[config.mk]
export PLATFORM = sky130hd
export DESIGN_NAME = eth_ctrl_top
export DESIGN_NICKNAME = d
export VERILOG_FILES = /design/src/eth_cfg_pkg.sv /design/src/eth_stream_pkg.sv /design/src/eth_cfg_regs.sv /design/src/eth_soft_reset_fsm.sv /design/src/eth_activity_timer.sv /design/src/eth_rx_filter.sv /design/src/eth_ctrl_top.sv
export SDC_FILE = /design/constraint.sdc
export NUM_CORES = 1
export LEC_CHECK = 0
export ABC_AREA = 0
export BUFFER_PORTS_ARGS = -buffer_cell sky130_fd_sc_hd__buf_2
export CAP_MARGIN = 20
export CORE_UTILIZATION = 41
export DETAILED_ROUTE_END_ITERATION = 8
export GPL_TIMING_DRIVEN = 0
export PLACE_DENSITY = 0.66
export SYNTH_ARGS = -nofsm -noshare
export SYNTH_HDL_FRONTEND = slang
export SYNTH_SLANG_ARGS = --single-unit
[constraint.sdc]
create_clock -name clk -period 3 [get_ports clk]
set_input_delay 0.15 -clock clk [delete_from_list [all_inputs] [get_ports clk]]
set_output_delay 0.15 -clock clk [all_outputs]
set_load 0.02 [all_outputs]
[src/eth_cfg_pkg.sv]
`default_nettype none

package eth_cfg_pkg;

  localparam int IP_WIDTH          = 32;
  localparam int PORT_WIDTH        = 16;
  localparam int COUNT_WIDTH       = 32;
  localparam int REG_ADDR_WIDTH    = 8;
  localparam int REG_DATA_WIDTH    = 32;
  localparam int REG_STRB_WIDTH    = REG_DATA_WIDTH / 8;
  localparam int XAUI_STATUS_WIDTH = 8;

  typedef logic [IP_WIDTH-1:0]       ip_addr_t;
  typedef logic [PORT_WIDTH-1:0]     udp_port_t;
  typedef logic [COUNT_WIDTH-1:0]    frame_count_t;
  typedef logic [REG_ADDR_WIDTH-1:0] reg_addr_t;
  typedef logic [REG_DATA_WIDTH-1:0] reg_data_t;
  typedef logic [REG_STRB_WIDTH-1:0] reg_strb_t;
  typedef logic [1:0]                axi_resp_t;

  localparam axi_resp_t AXI_RESP_OKAY = 2'b00;

  // Register map, byte offsets
  localparam reg_addr_t REG_CTRL       = 8'h00;
  localparam reg_addr_t REG_LOCAL_IP   = 8'h04;
  localparam reg_addr_t REG_LOCAL_PORT = 8'h08;
  localparam reg_addr_t REG_MC_IP      = 8'h0C;
  localparam reg_addr_t REG_MC_MASK    = 8'h10;
  localparam reg_addr_t REG_STATUS     = 8'h14;
  localparam reg_addr_t REG_RX_GOOD    = 8'h18;
  localparam reg_addr_t REG_RX_DROP    = 8'h1C;

  localparam int CTRL_ENABLE_BIT     = 0;
  localparam int CTRL_SOFT_RESET_BIT = 1;

  localparam logic      RST_ENABLE     = 1'b0;
  localparam ip_addr_t  RST_LOCAL_IP   = '1;
  localparam udp_port_t RST_LOCAL_PORT = '1;
  localparam ip_addr_t  RST_MC_IP      = '1;
  localparam ip_addr_t  RST_MC_MASK    = '1;

  // Link is up when all lanes 6:2 of xaui_status are set
  localparam int LINK_UP_LSB   = 2;
  localparam int LINK_UP_LANES = 5;

endpackage

`default_nettype wire

[src/eth_stream_pkg.sv]
`default_nettype none

package eth_stream_pkg;

  import eth_cfg_pkg::*;

  localparam int RX_DATA_WIDTH = 64;

  typedef struct packed {
    logic [RX_DATA_WIDTH-1:0] data;
    logic                     valid;
    logic                     sof;
    logic                     eof;
    logic                     bad;
  } rx_word_t;

  // Valid on the sof beat
  typedef struct packed {
    ip_addr_t  dest_ip;
    udp_port_t dest_port;
    ip_addr_t  source_ip;
    udp_port_t source_port;
  } rx_header_t;

  typedef struct packed {
    logic      enable;
    ip_addr_t  local_ip;
    udp_port_t local_port;
    ip_addr_t  mc_ip;
    ip_addr_t  mc_mask;
  } net_cfg_t;

  typedef enum logic [1:0] {
    SWR_IDLE,
    SWR_HOLD,
    SWR_DONE
  } swr_state_t;

  localparam int SOFT_RESET_CYCLES = 8;
  localparam int SWR_CNT_WIDTH     = $clog2(SOFT_RESET_CYCLES);

  // Hardware would use 26
  localparam int LED_STRETCH_WIDTH = 6;

endpackage

`default_nettype wire

[src/eth_cfg_regs.sv]
`default_nettype none

module eth_cfg_regs
  import eth_cfg_pkg::*, eth_stream_pkg::*;
(
  input  wire logic                         clk,
  input  wire logic                         mac_resetRR,
  input  wire reg_addr_t                    s_axi_awaddr,
  input  wire logic                         s_axi_awvalid,
  output logic                              s_axi_awready,
  input  wire reg_data_t                    s_axi_wdata,
  input  wire reg_strb_t                    s_axi_wstrb,
  input  wire logic                         s_axi_wvalid,
  output logic                              s_axi_wready,
  output axi_resp_t                         s_axi_bresp,
  output logic                              s_axi_bvalid,
  input  wire logic                         s_axi_bready,
  input  wire reg_addr_t                    s_axi_araddr,
  input  wire logic                         s_axi_arvalid,
  output logic                              s_axi_arready,
  output reg_data_t                         s_axi_rdata,
  output axi_resp_t                         s_axi_rresp,
  output logic                              s_axi_rvalid,
  input  wire logic                         s_axi_rready,
  input  wire logic [XAUI_STATUS_WIDTH-1:0] xaui_status,
  input  wire frame_count_t                 good_count,
  input  wire frame_count_t                 drop_count,
  input  wire logic                         soft_reset_done,
  output net_cfg_t                          cfg,
  output logic                              soft_reset_req,
  output logic                              link_down
);

  logic                         wr_start;
  logic                         rd_start;
  reg_data_t                    ctrl_merged;
  reg_data_t                    port_merged;
  reg_data_t                    rd_mux;
  logic [XAUI_STATUS_WIDTH-1:0] xaui_q;
  logic                         link_up_q;

  function automatic reg_data_t merge_bytes(reg_data_t old_val, reg_data_t new_val,
                                            reg_strb_t strb);
    reg_data_t merged;
    merged = old_val;
    for (int i = 0; i < REG_STRB_WIDTH; i++) begin
      if (strb[i]) begin
        merged[i*8 +: 8] = new_val[i*8 +: 8];
      end
    end
    return merged;
  endfunction

  assign wr_start = s_axi_awvalid && s_axi_wvalid && !s_axi_awready && !s_axi_bvalid;
  assign rd_start = s_axi_arvalid && !s_axi_arready && !s_axi_rvalid;

  assign s_axi_bresp = AXI_RESP_OKAY;
  assign s_axi_rresp = AXI_RESP_OKAY;

  always_comb begin
    ctrl_merged = merge_bytes({{(REG_DATA_WIDTH-2){1'b0}}, soft_reset_req, cfg.enable},
                              s_axi_wdata, s_axi_wstrb);
    port_merged = merge_bytes({{(REG_DATA_WIDTH-PORT_WIDTH){1'b0}}, cfg.local_port},
                              s_axi_wdata, s_axi_wstrb);
  end

  // Write channel and configuration registers
  always_ff @(posedge clk) begin
    if (mac_resetRR) begin
      s_axi_awready    <= 1'b0;
      s_axi_wready     <= 1'b0;
      s_axi_bvalid     <= 1'b0;
      cfg.enable       <= RST_ENABLE;
      cfg.local_ip     <= RST_LOCAL_IP;
      cfg.local_port   <= RST_LOCAL_PORT;
      cfg.mc_ip        <= RST_MC_IP;
      cfg.mc_mask      <= RST_MC_MASK;
      soft_reset_req   <= 1'b0;
    end else begin
      s_axi_awready <= wr_start;
      s_axi_wready  <= wr_start;
      if (s_axi_awready) begin
        s_axi_bvalid <= 1'b1;
      end else if (s_axi_bvalid && s_axi_bready) begin
        s_axi_bvalid <= 1'b0;
      end
      if (wr_start) begin
        case (s_axi_awaddr)
          REG_CTRL: begin
            cfg.enable     <= ctrl_merged[CTRL_ENABLE_BIT];
            soft_reset_req <= ctrl_merged[CTRL_SOFT_RESET_BIT];
          end
          REG_LOCAL_IP:   cfg.local_ip   <= merge_bytes(cfg.local_ip, s_axi_wdata, s_axi_wstrb);
          REG_LOCAL_PORT: cfg.local_port <= port_merged[PORT_WIDTH-1:0];
          REG_MC_IP:      cfg.mc_ip      <= merge_bytes(cfg.mc_ip, s_axi_wdata, s_axi_wstrb);
          REG_MC_MASK:    cfg.mc_mask    <= merge_bytes(cfg.mc_mask, s_axi_wdata, s_axi_wstrb);
          default: ;
        endcase
      end
      // Sequencer finished, request bit self-clears
      if (soft_reset_done) begin
        soft_reset_req <= 1'b0;
      end
    end
  end

  always_ff @(posedge clk) begin
    if (mac_resetRR) begin
      xaui_q    <= '0;
      link_up_q <= 1'b0;
    end else begin
      xaui_q    <= xaui_status;
      link_up_q <= &xaui_status[LINK_UP_LSB +: LINK_UP_LANES];
    end
  end

  assign link_down = !link_up_q;

  always_comb begin
    case (s_axi_araddr)
      REG_CTRL:       rd_mux = {{(REG_DATA_WIDTH-2){1'b0}}, soft_reset_req, cfg.enable};
      REG_LOCAL_IP:   rd_mux = cfg.local_ip;
      REG_LOCAL_PORT: rd_mux = {{(REG_DATA_WIDTH-PORT_WIDTH){1'b0}}, cfg.local_port};
      REG_MC_IP:      rd_mux = cfg.mc_ip;
      REG_MC_MASK:    rd_mux = cfg.mc_mask;
      REG_STATUS: begin
        rd_mux = {{(REG_DATA_WIDTH-XAUI_STATUS_WIDTH-2){1'b0}}, soft_reset_req, link_up_q,
                  xaui_q};
      end
      REG_RX_GOOD:    rd_mux = good_count;
      REG_RX_DROP:    rd_mux = drop_count;
      default:        rd_mux = '0;
    endcase
  end

  // Read channel, address still held while arready is high
  always_ff @(posedge clk) begin
    if (s_axi_arready) begin
      s_axi_rdata <= rd_mux;
    end
    if (mac_resetRR) begin
      s_axi_arready <= 1'b0;
      s_axi_rvalid  <= 1'b0;
    end else begin
      s_axi_arready <= rd_start;
      if (s_axi_arready) begin
        s_axi_rvalid <= 1'b1;
      end else if (s_axi_rvalid && s_axi_rready) begin
        s_axi_rvalid <= 1'b0;
      end
    end
  end

endmodule

`default_nettype wire

[src/eth_soft_reset_fsm.sv]
`default_nettype none

module eth_soft_reset_fsm
  import eth_stream_pkg::*;
(
  input  wire logic clk,
  input  wire logic mac_resetRR,
  input  wire logic soft_reset_req,
  output logic      app_rst,
  output logic      soft_reset_done
);

  localparam logic [SWR_CNT_WIDTH-1:0] HOLD_LAST = SWR_CNT_WIDTH'(SOFT_RESET_CYCLES - 1);

  swr_state_t               state;
  swr_state_t               state_next;
  logic [SWR_CNT_WIDTH-1:0] hold_cnt;

  always_comb begin
    state_next = state;
    case (state)
      SWR_IDLE: begin
        if (soft_reset_req) begin
          state_next = SWR_HOLD;
        end
      end
      SWR_HOLD: begin
        if (hold_cnt == HOLD_LAST) begin
          state_next = SWR_DONE;
        end
      end
      SWR_DONE: state_next = SWR_IDLE;
      default:  state_next = SWR_IDLE;
    endcase
  end

  // System reset also holds the application in reset
  always_ff @(posedge clk) begin
    if (mac_resetRR) begin
      state    <= SWR_IDLE;
      hold_cnt <= '0;
      app_rst  <= 1'b1;
    end else begin
      state   <= state_next;
      app_rst <= (state_next == SWR_HOLD);
      if (state == SWR_HOLD) begin
        hold_cnt <= hold_cnt + 1'b1;
      end else begin
        hold_cnt <= '0;
      end
    end
  end

  assign soft_reset_done = (state == SWR_DONE);

endmodule

`default_nettype wire

[src/eth_activity_timer.sv]
`default_nettype none

module eth_activity_timer
  import eth_stream_pkg::*;
(
  input  wire logic clk,
  input  wire logic mac_resetRR,
  input  wire logic trigger,
  output logic      active
);

  logic [LED_STRETCH_WIDTH-1:0] stretch_cnt;

  // Counts down from all ones until the top bit falls
  always_ff @(posedge clk) begin
    if (mac_resetRR) begin
      stretch_cnt <= '0;
    end else if (trigger) begin
      stretch_cnt <= '1;
    end else if (stretch_cnt[LED_STRETCH_WIDTH-1]) begin
      stretch_cnt <= stretch_cnt - 1'b1;
    end
  end

  assign active = stretch_cnt[LED_STRETCH_WIDTH-1];

endmodule

`default_nettype wire

[src/eth_rx_filter.sv]
`default_nettype none

module eth_rx_filter
  import eth_cfg_pkg::*, eth_stream_pkg::*;
(
  input  wire logic       clk,
  input  wire logic       app_rst,
  input  wire net_cfg_t   cfg,
  input  wire rx_word_t   rx_in,
  input  wire rx_header_t rx_in_header,
  output rx_word_t        rx_out,
  output rx_header_t      rx_out_header,
  output frame_count_t    good_count,
  output frame_count_t    drop_count,
  output logic            frame_accepted
);

  logic ip_hit;
  logic mc_hit;
  logic port_hit;
  logic sof_accept;
  logic beat_accept;
  logic accept_q;

  assign ip_hit   = (rx_in_header.dest_ip == cfg.local_ip);
  assign mc_hit   = ((rx_in_header.dest_ip & cfg.mc_mask) == (cfg.mc_ip & cfg.mc_mask));
  assign port_hit = (rx_in_header.dest_port == cfg.local_port);

  assign sof_accept  = cfg.enable && !rx_in.bad && port_hit && (ip_hit || mc_hit);
  // Decision taken on sof holds for the rest of the frame
  assign beat_accept = rx_in.sof ? sof_accept : accept_q;

  always_ff @(posedge clk) begin
    rx_out.data <= rx_in.data;
    rx_out.sof  <= rx_in.sof;
    rx_out.eof  <= rx_in.eof;
    rx_out.bad  <= rx_in.bad;
    if (rx_in.valid && rx_in.sof) begin
      rx_out_header <= rx_in_header;
    end
    if (app_rst) begin
      rx_out.valid   <= 1'b0;
      accept_q       <= 1'b0;
      good_count     <= '0;
      drop_count     <= '0;
      frame_accepted <= 1'b0;
    end else begin
      rx_out.valid   <= rx_in.valid && beat_accept;
      frame_accepted <= 1'b0;
      if (rx_in.valid && rx_in.sof) begin
        accept_q <= sof_accept;
      end
      if (rx_in.valid && rx_in.eof) begin
        // Bad on eof drops an accepted frame too
        if (beat_accept && !rx_in.bad) begin
          good_count     <= good_count + 1'b1;
          frame_accepted <= 1'b1;
        end else begin
          drop_count <= drop_count + 1'b1;
        end
      end
    end
  end

endmodule

`default_nettype wire

[src/eth_ctrl_top.sv]
`default_nettype none

module eth_ctrl_top
  import eth_cfg_pkg::*, eth_stream_pkg::*;
(
  input  wire logic                         clk,
  input  wire logic                         mac_resetRR,
  input  wire reg_addr_t                    s_axi_awaddr,
  input  wire logic                         s_axi_awvalid,
  output logic                              s_axi_awready,
  input  wire reg_data_t                    s_axi_wdata,
  input  wire reg_strb_t                    s_axi_wstrb,
  input  wire logic                         s_axi_wvalid,
  output logic                              s_axi_wready,
  output axi_resp_t                         s_axi_bresp,
  output logic                              s_axi_bvalid,
  input  wire logic                         s_axi_bready,
  input  wire reg_addr_t                    s_axi_araddr,
  input  wire logic                         s_axi_arvalid,
  output logic                              s_axi_arready,
  output reg_data_t                         s_axi_rdata,
  output axi_resp_t                         s_axi_rresp,
  output logic                              s_axi_rvalid,
  input  wire logic                         s_axi_rready,
  input  wire logic [XAUI_STATUS_WIDTH-1:0] xaui_status,
  input  wire rx_word_t                     rx_in,
  input  wire rx_header_t                   rx_in_header,
  output rx_word_t                          rx_out,
  output rx_header_t                        rx_out_header,
  output logic                              led_up,
  output logic                              led_rx
);

  net_cfg_t     cfg;
  logic         soft_reset_req;
  logic         soft_reset_done;
  logic         app_rst;
  logic         link_down;
  logic         down_active;
  logic         frame_accepted;
  frame_count_t good_count;
  frame_count_t drop_count;

  eth_cfg_regs u_cfg_regs (
    .clk             (clk),
    .mac_resetRR     (mac_resetRR),
    .s_axi_awaddr    (s_axi_awaddr),
    .s_axi_awvalid   (s_axi_awvalid),
    .s_axi_awready   (s_axi_awready),
    .s_axi_wdata     (s_axi_wdata),
    .s_axi_wstrb     (s_axi_wstrb),
    .s_axi_wvalid    (s_axi_wvalid),
    .s_axi_wready    (s_axi_wready),
    .s_axi_bresp     (s_axi_bresp),
    .s_axi_bvalid    (s_axi_bvalid),
    .s_axi_bready    (s_axi_bready),
    .s_axi_araddr    (s_axi_araddr),
    .s_axi_arvalid   (s_axi_arvalid),
    .s_axi_arready   (s_axi_arready),
    .s_axi_rdata     (s_axi_rdata),
    .s_axi_rresp     (s_axi_rresp),
    .s_axi_rvalid    (s_axi_rvalid),
    .s_axi_rready    (s_axi_rready),
    .xaui_status     (xaui_status),
    .good_count      (good_count),
    .drop_count      (drop_count),
    .soft_reset_done (soft_reset_done),
    .cfg             (cfg),
    .soft_reset_req  (soft_reset_req),
    .link_down       (link_down)
  );

  eth_soft_reset_fsm u_soft_reset (
    .clk             (clk),
    .mac_resetRR     (mac_resetRR),
    .soft_reset_req  (soft_reset_req),
    .app_rst         (app_rst),
    .soft_reset_done (soft_reset_done)
  );

  eth_rx_filter u_rx_filter (
    .clk            (clk),
    .app_rst        (app_rst),
    .cfg            (cfg),
    .rx_in          (rx_in),
    .rx_in_header   (rx_in_header),
    .rx_out         (rx_out),
    .rx_out_header  (rx_out_header),
    .good_count     (good_count),
    .drop_count     (drop_count),
    .frame_accepted (frame_accepted)
  );

  // Link LED stretches the down condition
  eth_activity_timer u_link_timer (
    .clk         (clk),
    .mac_resetRR (mac_resetRR),
    .trigger     (link_down),
    .active      (down_active)
  );

  eth_activity_timer u_rx_timer (
    .clk         (clk),
    .mac_resetRR (mac_resetRR),
    .trigger     (frame_accepted),
    .active      (led_rx)
  );

  assign led_up = !down_active;

endmodule

`default_nettype wire

### After elaboration in Yosys (flattened, before gate mapping)

Cells that the tools add are included.

| cells by class | value |
|---|---|
| $add $sub $neg | 5 |
| equality and inequality tests | 19 |
| multiplexer cells | 14 |
| bitwise operators | 5 |
| reduce and logical (&&, ||, !) cells | 48 |

Operator list:

| cell | number |
|---|---|
| 32-bit case mux with 8 select lines | 1 |
| 32-bit by 1-bit adder with 32-bit output (second input constant) | 2 |
| 32-bit bitwise AND | 2 |
| 32-bit == test | 2 |
| 3-bit AND reduction | 15 |
| 8-bit by 5-bit == test with 1-bit output (second input constant) | 5 |
| 8-bit by 4-bit == test with 1-bit output (second input constant) | 4 |
| 6-bit 2-to-1 mux | 4 |
| 16-bit == test | 1 |
| 8-bit by 3-bit == test with 1-bit output (second input constant) | 2 |
| 8-bit logical NOT | 2 |
| 1-bit logical AND | 14 |
| 6-bit by 1-bit subtractor with 6-bit output (second input constant) | 2 |
| 1-bit logical NOT | 6 |
| 1-bit 2-to-1 mux | 6 |
| 2-bit nonzero test | 3 |
| 2-bit OR reduction | 3 |
| 5-bit AND reduction | 1 |
| 2-bit by 1-bit == test with 1-bit output (second input constant) | 2 |
| 2-bit 2-to-1 mux | 2 |
| 2-bit case mux with 2 select lines | 1 |
| 2-bit AND reduction | 2 |
| 3-bit by 1-bit adder with 3-bit output (second input constant) | 1 |
| 3-bit == test (second input constant) | 1 |
| 5 further kinds | 7 |

| storage, ports and cells | value |
|---|---|
| flip-flop bits (word level) | 407 |
| input port bits | 231 |
| output and inout bits | 207 |
| logic and storage cells | 134 |

### Longest topological paths before layout

Gate-level depths: netlist of the first run.

| logic depth | value |
|---|---|
| word-level depth | 8 |
| mapped depth | 9 |
| gate-level depth less buffers | 7 |

### Hierarchy

From an unflattened synthesis of the first run, not the netlist that was laid out.

| second synthesis, totals | value |
|---|---|
| cell total of the unflattened synthesis | 1557 |
| area, all modules | 17020.1 um^2 |

By module, submodules not included:

| module | times used | cells an instance | area each (um^2) |
|---|---|---|---|
| eth_rx_filter | 1 | 744 | 9116.2 |
| eth_cfg_regs | 1 | 739 | 7156.9 |
| eth_activity_timer | 2 | 27 | 259.0 |
| eth_soft_reset_fsm | 1 | 19 | 225.2 |
| eth_ctrl_top | 1 | 1 | 3.8 |

### Worst setup path before layout of the first run

OpenSTA, ideal clock, no wires.

| timing path | value |
|---|---|
| path type | in2reg |
| start | input port rx_in[3] (netlist bit) |
| end | register u_rx_filter.rx_out_header[0] (netlist name) |
| arrival time | 2.085 ns |
| slack | 0.465 ns |
| stages on the path | 2 |
| path buffers | 0 |
| cell sequence | nand2_1 > inv_1 |

| on the way | value |
|---|---|
| word-level cells in the longest chain between the ends | 1 |

Ends and longest elaborated chain:

| element | line | text |
|---|---|---|
| from (decl) | eth_ctrl_top.sv:26 | `input wire rx_word_t rx_in,` |
| 1-bit logical AND | eth_rx_filter.sv:38 | `if (rx_in.valid && rx_in.sof) begin` |

No other way between the ends.
A chain may end at the register's enable or synchronous reset.

### Worst setup path after layout of the first run

| timing path | value |
|---|---|
| start | register u_cfg_regs.cfg[58] (netlist name) |
| end | register u_rx_filter.good_count[22] |

| on the way | value |
|---|---|
| word-level cells in the longest chain between the ends | 7 |

Ends and longest elaborated chain:

| element | line | text |
|---|---|---|
| 32-bit bitwise AND | eth_rx_filter.sv:26 | `assign mc_hit = ((rx_in_header.dest_ip & cfg.mc_mask) == (cfg.mc_ip & cfg.mc_mask));` |
| 32-bit == test | eth_rx_filter.sv:26 |  |
| 1-bit logical OR | eth_rx_filter.sv:29 | `assign sof_accept = cfg.enable && !rx_in.bad && port_hit && (ip_hit \|\| mc_hit);` |
| 1-bit logical AND | eth_rx_filter.sv:29 |  |
| 1-bit 2-to-1 mux | eth_rx_filter.sv:31 | `assign beat_accept = rx_in.sof ? sof_accept : accept_q;` |
| 1-bit logical AND | eth_rx_filter.sv:55 | `if (beat_accept && !rx_in.bad) begin` |
| 2-bit AND reduction (no line) | - |  |
| to (signal assigned) | eth_rx_filter.sv:56 | `good_count <= good_count + 1'b1;` |
| to (decl) | eth_rx_filter.sv:13 | `output frame_count_t good_count,` |

No other way between the ends.

==> results of run 1 <==
## registers in the layout, indices dropped and copies added (netlist names), 2 cells and up
signal	cells
u_cfg_regs.s_axi_rdata	32
u_rx_filter.rx_out_header	96
u_rx_filter.good_count	32
u_soft_reset.hold_cnt	3
u_cfg_regs.cfg	113
u_rx_filter.rx_out	68
u_link_timer.stretch_cnt	6
u_rx_timer.stretch_cnt	6
u_rx_filter.drop_count	32
u_soft_reset.state	2
u_cfg_regs.xaui_q	8
## synthesized netlist by cell type (21+ instances only)
cell / count
sky130_fd_sc_hd__a211o_1: 80
sky130_fd_sc_hd__clkbuf_1: 72
sky130_fd_sc_hd__edfxtp_1: 128
sky130_fd_sc_hd__dfxtp_1: 279
sky130_fd_sc_hd__a22oi_1: 77
sky130_fd_sc_hd__mux2_1: 21
sky130_fd_sc_hd__nand4_1: 33
sky130_fd_sc_hd__nand3_1: 47
sky130_fd_sc_hd__nor2_1: 106
sky130_fd_sc_hd__nand2_1: 126
sky130_fd_sc_hd__mux2_2: 46
sky130_fd_sc_hd__xor2_1: 69
sky130_fd_sc_hd__nor2b_1: 151
sky130_fd_sc_hd__nand3b_1: 33
## per-layer routing
layer / wire (um) / part of all wire [%]
met1: 25100 / 41
met2: 28900 / 47
met3: 5760 / 9.3
met4: 2170 / 3.5
met5: 13 / 0.021
## metrics by stage
stage,TNS [ns],hold WS (ns),instances
2_1_floorplan,0,0.178,1541
4_1_cts,0,0.0420,2801
3_3_place_gp,-80.11,0.252,2505
6_report,0,0.0835,2804
5_1_grt,0,0.0774,2804
3_5_place_dp,-8.59,0.254,2508
## worst max-delay path by stage
stage | start | slack, ns | cells past startpoint | endpoint
finish | u_cfg_regs.cfg[58] | 0.06 | 10 | u_rx_filter.good_count[22]
global route | u_cfg_regs.cfg[58] | 0.009 | 10 | u_rx_filter.good_count[23]
CTS | u_cfg_regs.cfg[100] | 0.02 | 9 | u_rx_filter.good_count[22]
detailed placement | u_cfg_regs.cfg[52] | -0.40 | 8 | u_rx_filter.drop_count[25]
global placement | rx_in[2] | -0.74 | 3 | u_rx_filter.rx_out_header[84]
floorplan | rx_in[3] | 0.47 | 2 | u_rx_filter.rx_out_header[0]
## layout make-up
type                    instances  area share (%)
diodes                          3          0.0320
plain buffers                  97            1.82
clock buffers                  54            5.11
clock inverters                28            1.22
inverters                      12           0.203
multi-input cells            1025            30.2
flip-flops and latches        407            40.2
well taps                     532            2.84
repair buffers                646            18.4
## power breakdown
part | internal, W | switching [W] | leakage (nW)
registers | 0.00586 | 0.0000594 | 3.47
logic | 0.000506 | 0.000718 | 5.11
clock network | 0.00322 | 0.00235 | 0.739
## cell families (layout without fill, tap and decap cells)
logic type      Yosys count  after routing  share of synthesized area, %
simple gates            617            617                          20.4
flops                   407            407                          55.8
compound gates          237            237                          11.3
buf+inv                 109            837                          2.76
xor+xnor                 88             88                          4.56
mux                      73             73                          4.82
fa+ha+maj                 6              6                         0.444
other cells               1              7                        0.0222
## worst reg2reg max path, delay by kind of cell (launching register included)
| kind | cells | cell delay [ns] |
|---|---|---|
| buf+inv | 3 | 0.72 |
| flops | 1 | 0.36 |
| compound gates | 1 | 0.27 |
| simple gates | 4 | 0.95 |
| mux | 1 | 0.35 |
| xor+xnor | 1 | 0.18 |
## timing repair
action	in CTS	in global routing
gates resized for setup	7	11
setup buffers	2	0
hold buffers	209	0
endpoints found under the setup margin	60	34
pin swaps	1	0
endpoints found under the hold margin	292	0
==> metrics list, run 1 <==
- The via count of the first global-routing pass was 15200.
* FF+latch count, synth: 407
- Library cell occupying the most area in the post-synthesis netlist: sky130_fd_sc_hd__dfxtp_1
* Post-Synthesis Cells: 1538
* Routability congestion estimate: 0.975
- After synthesis, the cell types taking the most area are sky130_fd_sc_hd__dfxtp_1 (33%), sky130_fd_sc_hd__edfxtp_1 (23%), sky130_fd_sc_hd__nor2b_1 (5.6%).
* Element type at the critical path end: register
* Worst Path Required: 3.46 ns
- Summing all flip-flop and latch instances after layout gives around 9400 sq um.
* Crit-path max cell delay: 0.36 ns
- For this block, the via count after detailed routing is about 15000.
- In this run the worst hold path is classified as input port to register.
* Vertical die dimension: 205 um
* Post-Route WL: 62000 um
- # setup viols final: 0
* Total CTS buffers: 44
- Clk buf depth: 3
- STA classifies the critical path startpoint as a register.
* Post-Place Setup Slack: -0.401 ns
- Measured against its own limit, the worst slew margin works out to 33.5%.
- Horiz. Die Dim: around 210 um
* Drt pass-1 iters: 8
- 438 I/O pins were placed.
- The top cell type by area accounts for 33.0% of the synthesized area.
- Category of the most critical setup path: register to register
- Core Area: approximately 41000 sq um
- Global routing consumed, on the met1 layer, 36.9% of the routing resources.
- After legalization and detailed placement, the total HPWL measured 45400 um.
* Top achievable clock speed: 340 MHz
* Crit path max-delay family: simple AND/OR/NAND/NOR gates
- After routing the design area is 23500 sq um.
- Starting utilization of the core area: 41.5%
- After clock tree synthesis, the clock-pin slew on the worst setup and hold paths is ~0.06 ns.
- Final worst-path cycle share: roughly 98%
* Share of the yosys chip area belonging to registers: 55.8%
* Clock insertion delay at the later pin of the skew report: slightly below 0.6 ns
- After global routing the overflow that remains totals 0.
* Per-cell via count in the routed design: 5.46
- In this run the critical register-to-register path is launched from u_cfg_regs.cfg[58].
- For this design the static power due to leakage is 9.32 nW.
- Outcome: finished with violations
- GR Layer Usage met3: under 10%
* # Max-Cap Violations: 0
- Terminating pin of the worst hold path: u_cfg_regs.cfg[112]
- The number of hold-slack violations in the final timing report came to 0.
- Highest-delay cell along the critical path: sky130_fd_sc_hd__dfxtp_2
- In the post-route analysis, the smallest setup slack over all paths is 0.0577 ns.
- The clock period could shrink to 2.94 ns.
- Synth cell types: 59
- Once detail routing completed, the nets flagged for antenna violations numbered 0.
- The tree is rooted in a sky130_fd_sc_hd__clkbuf_16.
- The synthesized design contains 128 enable-type register cells.
- Entering global routing, the biggest net connects a little under 80 pins.
* Antenna violations before repair: 4
- Cells on worst reg2reg path: 10
* Total number of clock tree sinks: 407
- Crit-path cells: xor2_1, a22oi_2, nand4_1, nor4_4, buf_4, nor3b_1, clkbuf_2, buf_2, nor4_2, mux2_1
- Setup repair after global routing left no endpoint under its margin.
- Worst Hold Launch: s_axi_awaddr[4]
- Cell area after synthesis: about 17000 sq um
- Crit path arrival time: 3.40 ns
* Buffer and inverter count on the worst path: 3
* Utilization after layout: between 50% and 60%
* Detailed Route Iter0 Violations: 1378
- Number of I/O port buffers: 432
* Most instantiated flip-flop cell in the synthesis netlist: sky130_fd_sc_hd__dfxtp_1
- Transition time of the tightest slew-check pin: 0.990 ns
- Commonest non-fill, non-tap cells in the layout: sky130_fd_sc_hd__buf_2 (441), sky130_fd_sc_hd__dfxtp_1 (277), sky130_fd_sc_hd__dlygate4sd3_1 (209), sky130_fd_sc_hd__nor2b_1 (151), sky130_fd_sc_hd__edfxtp_1 (128)
* Violated checks: DRC
- Area added between synthesis and finish: 38.9%
* Share of synthesized flip-flops with an asynchronous set or reset: 0%
- The Yosys step of the flow raised 0 warnings.
- The worst hold path passes through 4 cells.
- Power density normalized to cell area: ~540 nW/um^2
- Fillers: 3447
- Across every metal layer, demand over resource in global routing totals 29.0%.
- The setup check on the worst reg-to-reg path leaves a slack of 0.06 ns.
* Wire length of the first global-routing pass: 90700 um
* Area of the multi-input gates: 7090 sq um
* Met2 routing resource usage after global routing: 48.3%
- Total count of max-transition violations in the final report: 0
- The floorplan has 74 rows.
- Share of layout cells above drive strength 1: around 27%
- Most frequent standard cell in the layout excluding fill and tap cells: sky130_fd_sc_hd__buf_2
* Per-cell routed wire length: between 20 and 25 um
- Die ar.: 42000 sq um
- The worst register-to-register path ends at u_rx_filter.good_count[22].
- Max rail drop VDD: between 400 and 500 uV
- Placed instance area: 19800 sq um
- Worst setup skew after layout: 0.0253 ns
* Post-layout total power: 0.0127 W
- Routing layer with the top usage in global route: met2
- Count of unresolved DRC violations after routing: 1
- Along the worst path, the maximum fanout reaches 10.
- At the end of the flow, the number of nets in the layout was 2470.
* Htree depth: 2
* TritonCTS clock tree: yes
* Mean instance size in the synthesized netlist: 11.0 sq um
Note: power is estimated with default switching activity, not from simulation.
==> run 2: changes to the inputs <==
--- a/config.mk
+++ b/config.mk
@@ -14,4 +14,5 @@
 export PLACE_DENSITY = 0.66
 export SYNTH_ARGS = -nofsm -noshare
 export SYNTH_HDL_FRONTEND = slang
+export SYNTH_HIERARCHICAL = 1
 export SYNTH_SLANG_ARGS = --single-unit
==> run 2 against run 1 <==
  * The flow now finishes without violations
  * Non-clock buffer count shrank 7
  * Total power up 2.0%
  * Via count rose by 3.2%
  * Sequential cell count is the same
  * Synthesized cell count is 1.2% higher
  * Global-route usage is 0.47 points higher
  * Sequential share of layout area is 0.14 points lower
  * First-iteration DRC count up 19%
  * Hold slack got worse by 0.0044 ns
  * Cell count rose by 0.68%
  * Critical path depth fell by 2
  * Highest routed layer is now met4
==> metrics list, run 2 <==
* Element type at the critical path end: register
- # setup viols final: 0 (unchanged)
- The gate count after technology mapping was 1557 (+1.2%).
- The root buffer cell chosen for the clock tree is sky130_fd_sc_hd__clkbuf_16.
- Drt pass-1 iters: 6 (-2)
- Transition time of the tightest slew-check pin: 1.02 ns (+0.0285 ns)
- Endpoints failing hold: 0 (unchanged)
- The critical path goes through xor2_1, nor4_1, nand4_1, nor2_4, o211ai_2, buf_2, a2111oi_2, mux2_2.
- The number of I/O pins was 438 (unchanged).
- Starting utilization of the core area: 41.6% (+0.094 points)
* Post-Place Setup Slack: -0.160 ns (+0.241 ns)
- Antenna violations before repair: 4 (unchanged)
- The non-filler instance count after layout was 2823 (+0.68%).
* Crit-path max cell delay: 0.53 ns (+0.17 ns)
- Detail Route Antenna Nets: 0 (unchanged)
- Final worst path period need: 2.98 ns (+0.0404 ns)
- The fmax is 335 MHz (-1.4%).
- The final critical-path setup slack was 0.0172 ns (-0.0404 ns).
* Vias after detailed routing: 15800 (+3.2%)
- The buffers plus inverters on the worst setup path is 1 (-2).
- Post-Route WL: 64100 um (+3.4%)
- Number of nets in the finished design: 2487 (+0.69%)
* Path category of the worst min-delay check: input port to register
- The slowest stage of the critical path is the sky130_fd_sc_hd__nor4_1 cell.
- Overall global routing resource usage: 29.5% (+0.47 points)
- The setup TNS after final layout came to 0 ns (unchanged).
- The number of port buffers is 430 (-0.46%).
- TritonCTS built the clock tree.
- Post-layout total power: 0.0130 W (+2.0%)
- The worst slew slack as a fraction of its limit came to 32.1% (-1.4 points).
- The number of enable-type register cells in the synthesized netlist is 128 (unchanged).
- Detail Placement HPWL: 46500 um (+2.4%)
- Total count of max-transition violations in the final report: 0 (unchanged)
* Setup repair after global routing missed its margin: false
- Register clock-pin slew on the reported worst setup and hold paths: 0.06 ns (about the same)
- The clock network latency to the later pin of the worst-skew pair is 0.58 ns (about the same).
* Per-cell routed wire length: 22.7 um (+2.7%)
- The weighted congestion reported at the end of routability-driven placement was 0.990 (+1.5%).
- Die ar.: 42300 sq um (+0.67%)
- # Max-Cap Violations: 0 (unchanged)
- Total number of clock tree sinks: 407 (unchanged)
* Power density normalized to cell area: 551 nW/um^2 (+1.7%)
- From synthesis to final layout, the design area changed by 38.4%.
* Share of the yosys chip area belonging to registers: 55.4% (-0.38 points)
- The average footprint of a synthesized cell came to 10.9 sq um (-0.55%).
- The buffer levels on the longest clock path came to 3 (unchanged).
- Crit path max-delay family: simple AND/OR/NAND/NOR gates
* Crit path arrival time: 3.43 ns (+0.03 ns)
* Top cell type's share of synthesized area: 32.8% (-0.22 points)
- The data required time at the worst endpoint was 3.45 ns (about the same).
* Most instantiated flip-flop cell in the synthesis netlist: sky130_fd_sc_hd__dfxtp_1
- The critical path in this run is classified as register to register.
* Commonest non-fill, non-tap cells in the layout: sky130_fd_sc_hd__buf_2 (447), sky130_fd_sc_hd__dfxtp_1 (278), sky130_fd_sc_hd__dlygate4sd3_1 (208), sky130_fd_sc_hd__edfxtp_1 (128), sky130_fd_sc_hd__nor2_1 (124)
* Placed Instances: 2523 (+0.60%)
- Summed over all instances, the cell type with the most area after synthesis is sky130_fd_sc_hd__dfxtp_1.
- The average via count per standard cell was 5.60 (+2.5%).
* Count of yosys warnings during synthesis: 6 (+6)
* Number of global-route vias before repair: 15400 (+1.4%)
- The flip-flop count of the largest register, all copies and words added was 113 (unchanged).
- Area of the multi-input gates: 7070 sq um (-0.28%)
- The worst setup path is launched from a register.
* Static leakage power: 9.32 nW (about the same)
- Max rail drop VDD: 465 uV (+2.4%)
- Worst setup skew after layout: 0.0218 ns (-0.00351 ns)
* Htree depth: 2 (unchanged)
- Regs by FF count: u_cfg_regs/cfg (113), u_rx_filter/rx_out_header (96), u_rx_filter/rx_out (68)
- Final worst-path cycle share: 99.4% (+1.3 points)
- The violation count after the first detailed-routing iteration is 1646 (+19%).
- The flow ran to the end, and the final reports show no timing, DRC or antenna violations.
* Pin count of the biggest net entering global routing: 81 (+2.5%)
- The post-synthesis sequential element count was 407 (unchanged).
* Top register by number of flip-flops: u_cfg_regs/cfg
- Horiz. Die Dim: 206 um (+0.34%)
- Cell types with the largest area share after synthesis: sky130_fd_sc_hd__dfxtp_1 (33%), sky130_fd_sc_hd__edfxtp_1 (23%), sky130_fd_sc_hd__mux2_2 (4.4%)
- The number of buffers inserted during clock tree synthesis is 45 (+2.3%).
* Vertical die dimension: 206 um (+0.34%)
- Synth cell types: 83 (+41%)
* Share of layout cells above drive strength 1: 28.9% (+1.6 points)
* Critical-path maximum fanout: 10 (unchanged)
- Row count: 74 (unchanged)
- Most numerous cell in the Yosys netlist: sky130_fd_sc_hd__dfxtp_1
- Core Area: 40900 sq um (+0.45%)
* Cell area after synthesis: 17000 sq um (+0.68%)
- Fillers: 3448 (+0.029%)
- Wire length of the first global-routing pass: 92400 um (+1.9%)
- Most frequent standard cell in the layout excluding fill and tap cells: sky130_fd_sc_hd__buf_2
* Overall overflow remaining after global route: 0 (unchanged)
- The fraction of synthesis flops using an asynchronous set or reset pin came to 0% (unchanged).
- The count of unresolved DRC violations after routing came to 0 (-1).
- After synthesis, the most frequently instantiated cells are sky130_fd_sc_hd__dfxtp_1 (279), sky130_fd_sc_hd__edfxtp_1 (128), sky130_fd_sc_hd__nor2_1 (125).
- Register Area: 9430 sq um (about the same)
-- run 2: changes by cell type in the layout (fill, tap and decap cells not counted), moves of 32 or more --
cell                       previous run  this run
sky130_fd_sc_hd__nand2_1            126        76
sky130_fd_sc_hd__mux2i_1              6        38
sky130_fd_sc_hd__nand3b_1            33         1
sky130_fd_sc_hd__nor3_1              17        85
sky130_fd_sc_hd__a21oi_1             16        95
sky130_fd_sc_hd__a22oi_1             76        43
sky130_fd_sc_hd__a211o_1             80         6
sky130_fd_sc_hd__o21ai_0              2        47
sky130_fd_sc_hd__nor2b_1            151        60
-- run 2: metrics by stage --
step / util [%] / hold slack [ns] / instance area (sq um)
global placement: 48.5 / 0.253 / 19800
CTS: 57.4 / 0.0403 / 23500
finish: 57.6 / 0.0791 / 23600
floorplan: - / 0.178 / 17000
detailed placement: 48.6 / 0.254 / 19900
global route: 57.6 / 0.106 / 23600
-- run 2: logic make-up (layout without fill, tap and decap cells) --
kind of cell | count (synthesis) | in the layout | share of synthesized area, %
muxes | 111 | 111 | 7.33
buffers and inverters | 123 | 850 | 3.26
AOI/OAI and AO/OA | 324 | 324 | 12.7
and+or+nand+nor | 499 | 499 | 16.4
adders and majority gates | 6 | 6 | 0.441
DFF | 407 | 407 | 55.4
other | 1 | 8 | 0.0220
xor gates and xnor gates | 86 | 86 | 4.43
-- run 2: where the power goes --
| part | internal (W) | leakage (nW) | switching, W |
|---|---|---|---|
| Clock | 0.00339 | 0.749 | 0.00235 |
| Sequential | 0.00586 | 3.47 | 0.0000753 |
| Combinational | 0.000532 | 5.10 | 0.000768 |
| Total | 0.00978 | 9.32 | 0.00319 |
-- run 2: final timing paths --
kind / endpoint / cells past startpoint / startpoint / slack (ns)
worst max-delay path: u_rx_filter/good_count[28] / 8 / u_cfg_regs/cfg[99] / 0.02
worst min-delay path: u_cfg_regs/cfg[111] / 4 / s_axi_wstrb[3] / 0.08
worst max register to register: u_rx_filter/good_count[28] / 8 / u_cfg_regs/cfg[99] / 0.02
worst min register to register: u_cfg_regs/s_axi_arready / 1 / u_cfg_regs/s_axi_rvalid / 0.47
-- run 2: per-layer routing --
| layer | track usage [%] | routed length, um | vias to the layer above |
|---|---|---|---|
| met3 | 4.69 | 5690 | 141 |
| li1 | - | - | 7133 |
| met4 | 13.2 | 2400 | 0 |
| met5 | 0 | 0 | - |
| met1 | 38.7 | 25900 | 7668 |
| met2 | 47.7 | 30100 | 874 |
-- run 2: worst register-to-register path: stages, from the launching register on --
cell and delay, ns:
sky130_fd_sc_hd__dfxtp_1 0.35, sky130_fd_sc_hd__xor2_1 0.20, sky130_fd_sc_hd__nor4_1 0.53, sky130_fd_sc_hd__nand4_1 0.26
sky130_fd_sc_hd__nor2_4 0.34, sky130_fd_sc_hd__o211ai_2 0.15, sky130_fd_sc_hd__buf_2 0.25, sky130_fd_sc_hd__a2111oi_2 0.42
sky130_fd_sc_hd__mux2_2 0.37
-- run 2: area by class of cell --
class | instances | area share [%]
inverters | 30 | 0.489
clock inverters | 28 | 1.09
multi-input cells | 1030 | 30.0
clock buffers | 56 | 5.44
diodes | 4 | 0.0425
flip-flops and latches | 407 | 40.0
well taps | 532 | 2.83
repair buffers | 643 | 18.2
plain buffers | 93 | 1.88
-- run 2: repair_timing --
action	in CTS	in global routing
hold endpoints to repair	305	0
gates resized for setup	2	2
gates cloned	0	0
hold buffers	208	0
setup buffers	0	2
pin swaps	0	1
setup endpoints to repair	38	22
==> run 3: changes to the inputs <==
--- a/config.mk
+++ b/config.mk
@@ -8,10 +8,10 @@
 export ABC_AREA = 0
 export BUFFER_PORTS_ARGS = -buffer_cell sky130_fd_sc_hd__buf_2
 export CAP_MARGIN = 20
-export CORE_UTILIZATION = 41
+export CORE_UTILIZATION = 53
 export DETAILED_ROUTE_END_ITERATION = 8
 export GPL_TIMING_DRIVEN = 0
-export PLACE_DENSITY = 0.66
+export PLACE_DENSITY = 0.82
 export SYNTH_ARGS = -nofsm -noshare
 export SYNTH_HDL_FRONTEND = slang
 export SYNTH_HIERARCHICAL = 1
==> run 3 against run 2 <==
  * The flow now finishes with violations (DRC)
  * Clock power fell by 9.6%
  * Sequential cell count is the same
  * Highest routed layer is now met5
  * Sequential share of layout area increased by 0.69 points
==> metrics list, run 3 (same netlist as run 2, synthesis figures left out) <==
- Outcome: finished with violations
* Violated checks: DRC
- Category of the most critical setup path: register to register
* Detail Route Antenna Nets: 0 (unchanged)
- TritonCTS built the clock tree.
- The tree is rooted in a sky130_fd_sc_hd__clkbuf_16.
- Crit path arrival time: 3.40 ns (-0.03 ns)
- The setup slack at placement came to -0.0544 ns (+0.106 ns).
- Horiz. Die Dim: 181 um (-12%)
- # Max-Cap Violations: 0 (unchanged)
* Power density normalized to cell area: 538 nW/um^2 (-2.4%)
- Vertical die dimension: 181 um (-12%)
- Fillers: 2093 (-39%)
* Detailed Route Iter0 Violations: 2284 (+39%)
- The leakage power of the design is 9.22 nW (-1.1%).
- Sort of element at the start of the critical path: register
- Antenna violations before repair: 4 (unchanged)
* Critical-path maximum fanout: 10 (unchanged)
- The number of buffers inserted during clock tree synthesis was 42 (-6.7%).
- Routability congestion estimate: 0.988 (-0.13%)
- The worst-case clock skew is 0.0266 ns (+0.00488 ns).
- Post-layout total power: 0.0124 W (-4.1%)
* Per-cell via count in the routed design: 6.19 (+10%)
- Endpoints failing hold: 0 (unchanged)
* Crit-path max cell delay: 0.60 ns (+0.07 ns)
- Max FFs per register: 113 (unchanged)
- The initial cell density of the core was 53.9% (+12 points).
* Number of global-route vias before repair: 16600 (+8.0%)
* Max rail drop VDD: 461 uV (-0.92%)
* Path category of the worst min-delay check: input port to register
- The share of the clock period used by the worst path is 99.7% (+0.24 points).
- Clock insertion delay at the later pin of the skew report: 0.55 ns (-0.03 ns)
- The data required time at the worst endpoint came to 3.41 ns (-0.04 ns).
* Utilization after layout: 73.4% (+16 points)
* Per-cell routed wire length: 24.3 um (+6.9%)
* Register clock-pin slew on the reported worst setup and hold paths: 0.06 ns (about the same)
* Count of unresolved DRC violations after routing: 7 (+7)
- The critical path goes through xor2_1, nor4_1, nand4_1, nor2_4, o211ai_2, clkbuf_1, a211oi_1, mux2_2.
* Drt pass-1 iters: 9 (+3)
- Ranked by flip-flop count, first place goes to u_cfg_regs/cfg.
* Area added between synthesis and finish: 36.0%
- Overall global routing resource usage: 38.7% (+9.3 points)
- The share of layout cells above drive strength 1 is 28.5% (-0.38 points).
- Htree depth: 2 (unchanged)
* Pin count of the biggest net entering global routing: 74 (-8.6%)
- Transition time of the tightest slew-check pin: 1.07 ns (+0.0544 ns)
- Relative slew slack: 27.4% (-4.6 points)
- The total number of placement rows is 65 (-12%).
- The largest registers in the layout are u_cfg_regs/cfg (113), u_rx_filter/rx_out_header (96), u_rx_filter/rx_out (68).
* Overall overflow remaining after global route: 0 (unchanged)
- The net total in the final layout came to 2480 (-0.28%).
* Vias after detailed routing: 16600 (+4.9%)
* Clk buf depth: 3 (unchanged)
* Die ar.: 32800 sq um (-22%)
- Final worst path period need: 2.99 ns (+0.00708 ns)
- Commonest non-fill, non-tap cells in the layout: sky130_fd_sc_hd__buf_2 (447), sky130_fd_sc_hd__dfxtp_1 (278), sky130_fd_sc_hd__dlygate4sd3_1 (206), sky130_fd_sc_hd__edfxtp_1 (128), sky130_fd_sc_hd__nor2_1 (124)
- The count of final setup violators is 0 (unchanged).
- Highest-delay cell along the critical path: sky130_fd_sc_hd__nor4_1
* Total count of max-transition violations in the final report: 0 (unchanged)
- Total number of clock tree sinks: 407 (unchanged)
* Wire length of the first global-routing pass: 96300 um (+4.2%)
* Number of I/O port buffers: 430 (unchanged)
- Most frequent standard cell in the layout excluding fill and tap cells: sky130_fd_sc_hd__buf_2
- Top achievable clock speed: 334 MHz (-0.24%)
- The HPWL after detailed placement was 43100 um (-7.3%).
- Minimum setup slack in the final design: 0.0102 ns (-0.00708 ns)
- Core Area: 31600 sq um (-23%)
* Element type at the critical path end: register
- Post-Route WL: 65100 um (+1.5%)
* I/O pin total: 438 (unchanged)
==> run 3: path summary, 6_finish.rpt <==
check	startpoint	end	slack (ns)	cells after the start
max	u_cfg_regs/cfg[84]	u_rx_filter/good_count[22]	0.01	8
min	rx_in[3]	u_rx_filter/rx_out[3]	0.01	2
max reg2reg	u_cfg_regs/cfg[84]	u_rx_filter/good_count[22]	0.01	8
min reg2reg	u_cfg_regs/s_axi_rvalid	u_cfg_regs/s_axi_arready	0.48	1
==> run 3: stage by stage <==
stage / std cells / setup TNS (ns) / hold slack (ns) / cell area [sq um]
3_5_place_dp: 2393 / -0.433 / 0.254 / 19700
2_1_floorplan: 1560 / 0 / 0.178 / 17000
3_3_place_gp: 2392 / -62.46 / 0.252 / 19700
5_1_grt: 2680 / -0.000197 / 0.0188 / 23200
4_1_cts: 2675 / 0 / 0.00340 / 23100
6_report: 2680 / 0 / 0.0140 / 23200
==> run 3: final cells by class <==
| class | count | area (sq um) | share of cell area [%] |
|---|---|---|---|
| multi-input cells | 1030 | 7060 | 30.5 |
| plain buffers | 93 | 442 | 1.91 |
| inverters | 30 | 115 | 0.497 |
| clock inverters | 23 | 178 | 0.767 |
| well taps | 402 | 503 | 2.17 |
| clock buffers | 53 | 1160 | 5.03 |
| flip-flops and latches | 407 | 9430 | 40.7 |
| diodes | 3 | 7.51 | 0.0324 |
| repair buffers | 639 | 4250 | 18.4 |
==> run 3: routing by layer <==
layer / wire [um] / vias to the layer above / global-route usage [%]
li1: - / 7128 / -
met1: 23200 / 7848 / 47.5
met2: 30700 / 1362 / 64.2
met3: 7830 / 249 / 8.45
met4: 3420 / 2 / 19.8
met5: 10 / - / 0
==> run 3: report_power, final <==
group          internal [W]  leakage (nW)  switching, W  total (W)
clock               0.00293         0.665       0.00226    0.00519
sequential          0.00586          3.47     0.0000786    0.00594
combinational      0.000531          5.08      0.000788    0.00132
==> run 3: repair_timing <==
action,4_1_cts,5_1_grt
setup buffers,0,1
endpoints found under the setup margin,18,15
hold buffers,206,0
gates cloned,0,0
resized for setup,1,2
endpoints found under the hold margin,283,0
pin swaps,0,1
==> run 3: critical path: cells and delay by family (launching register included) <==
kind                   cells  cell delay (ns)
buffers and inverters      1             0.28
flip-flops                 1             0.34
AND/OR/NAND/NOR            3             1.12
XOR/XNOR                   1             0.24
multiplexers               1             0.37
AO/OA/AOI/OAI              2             0.51
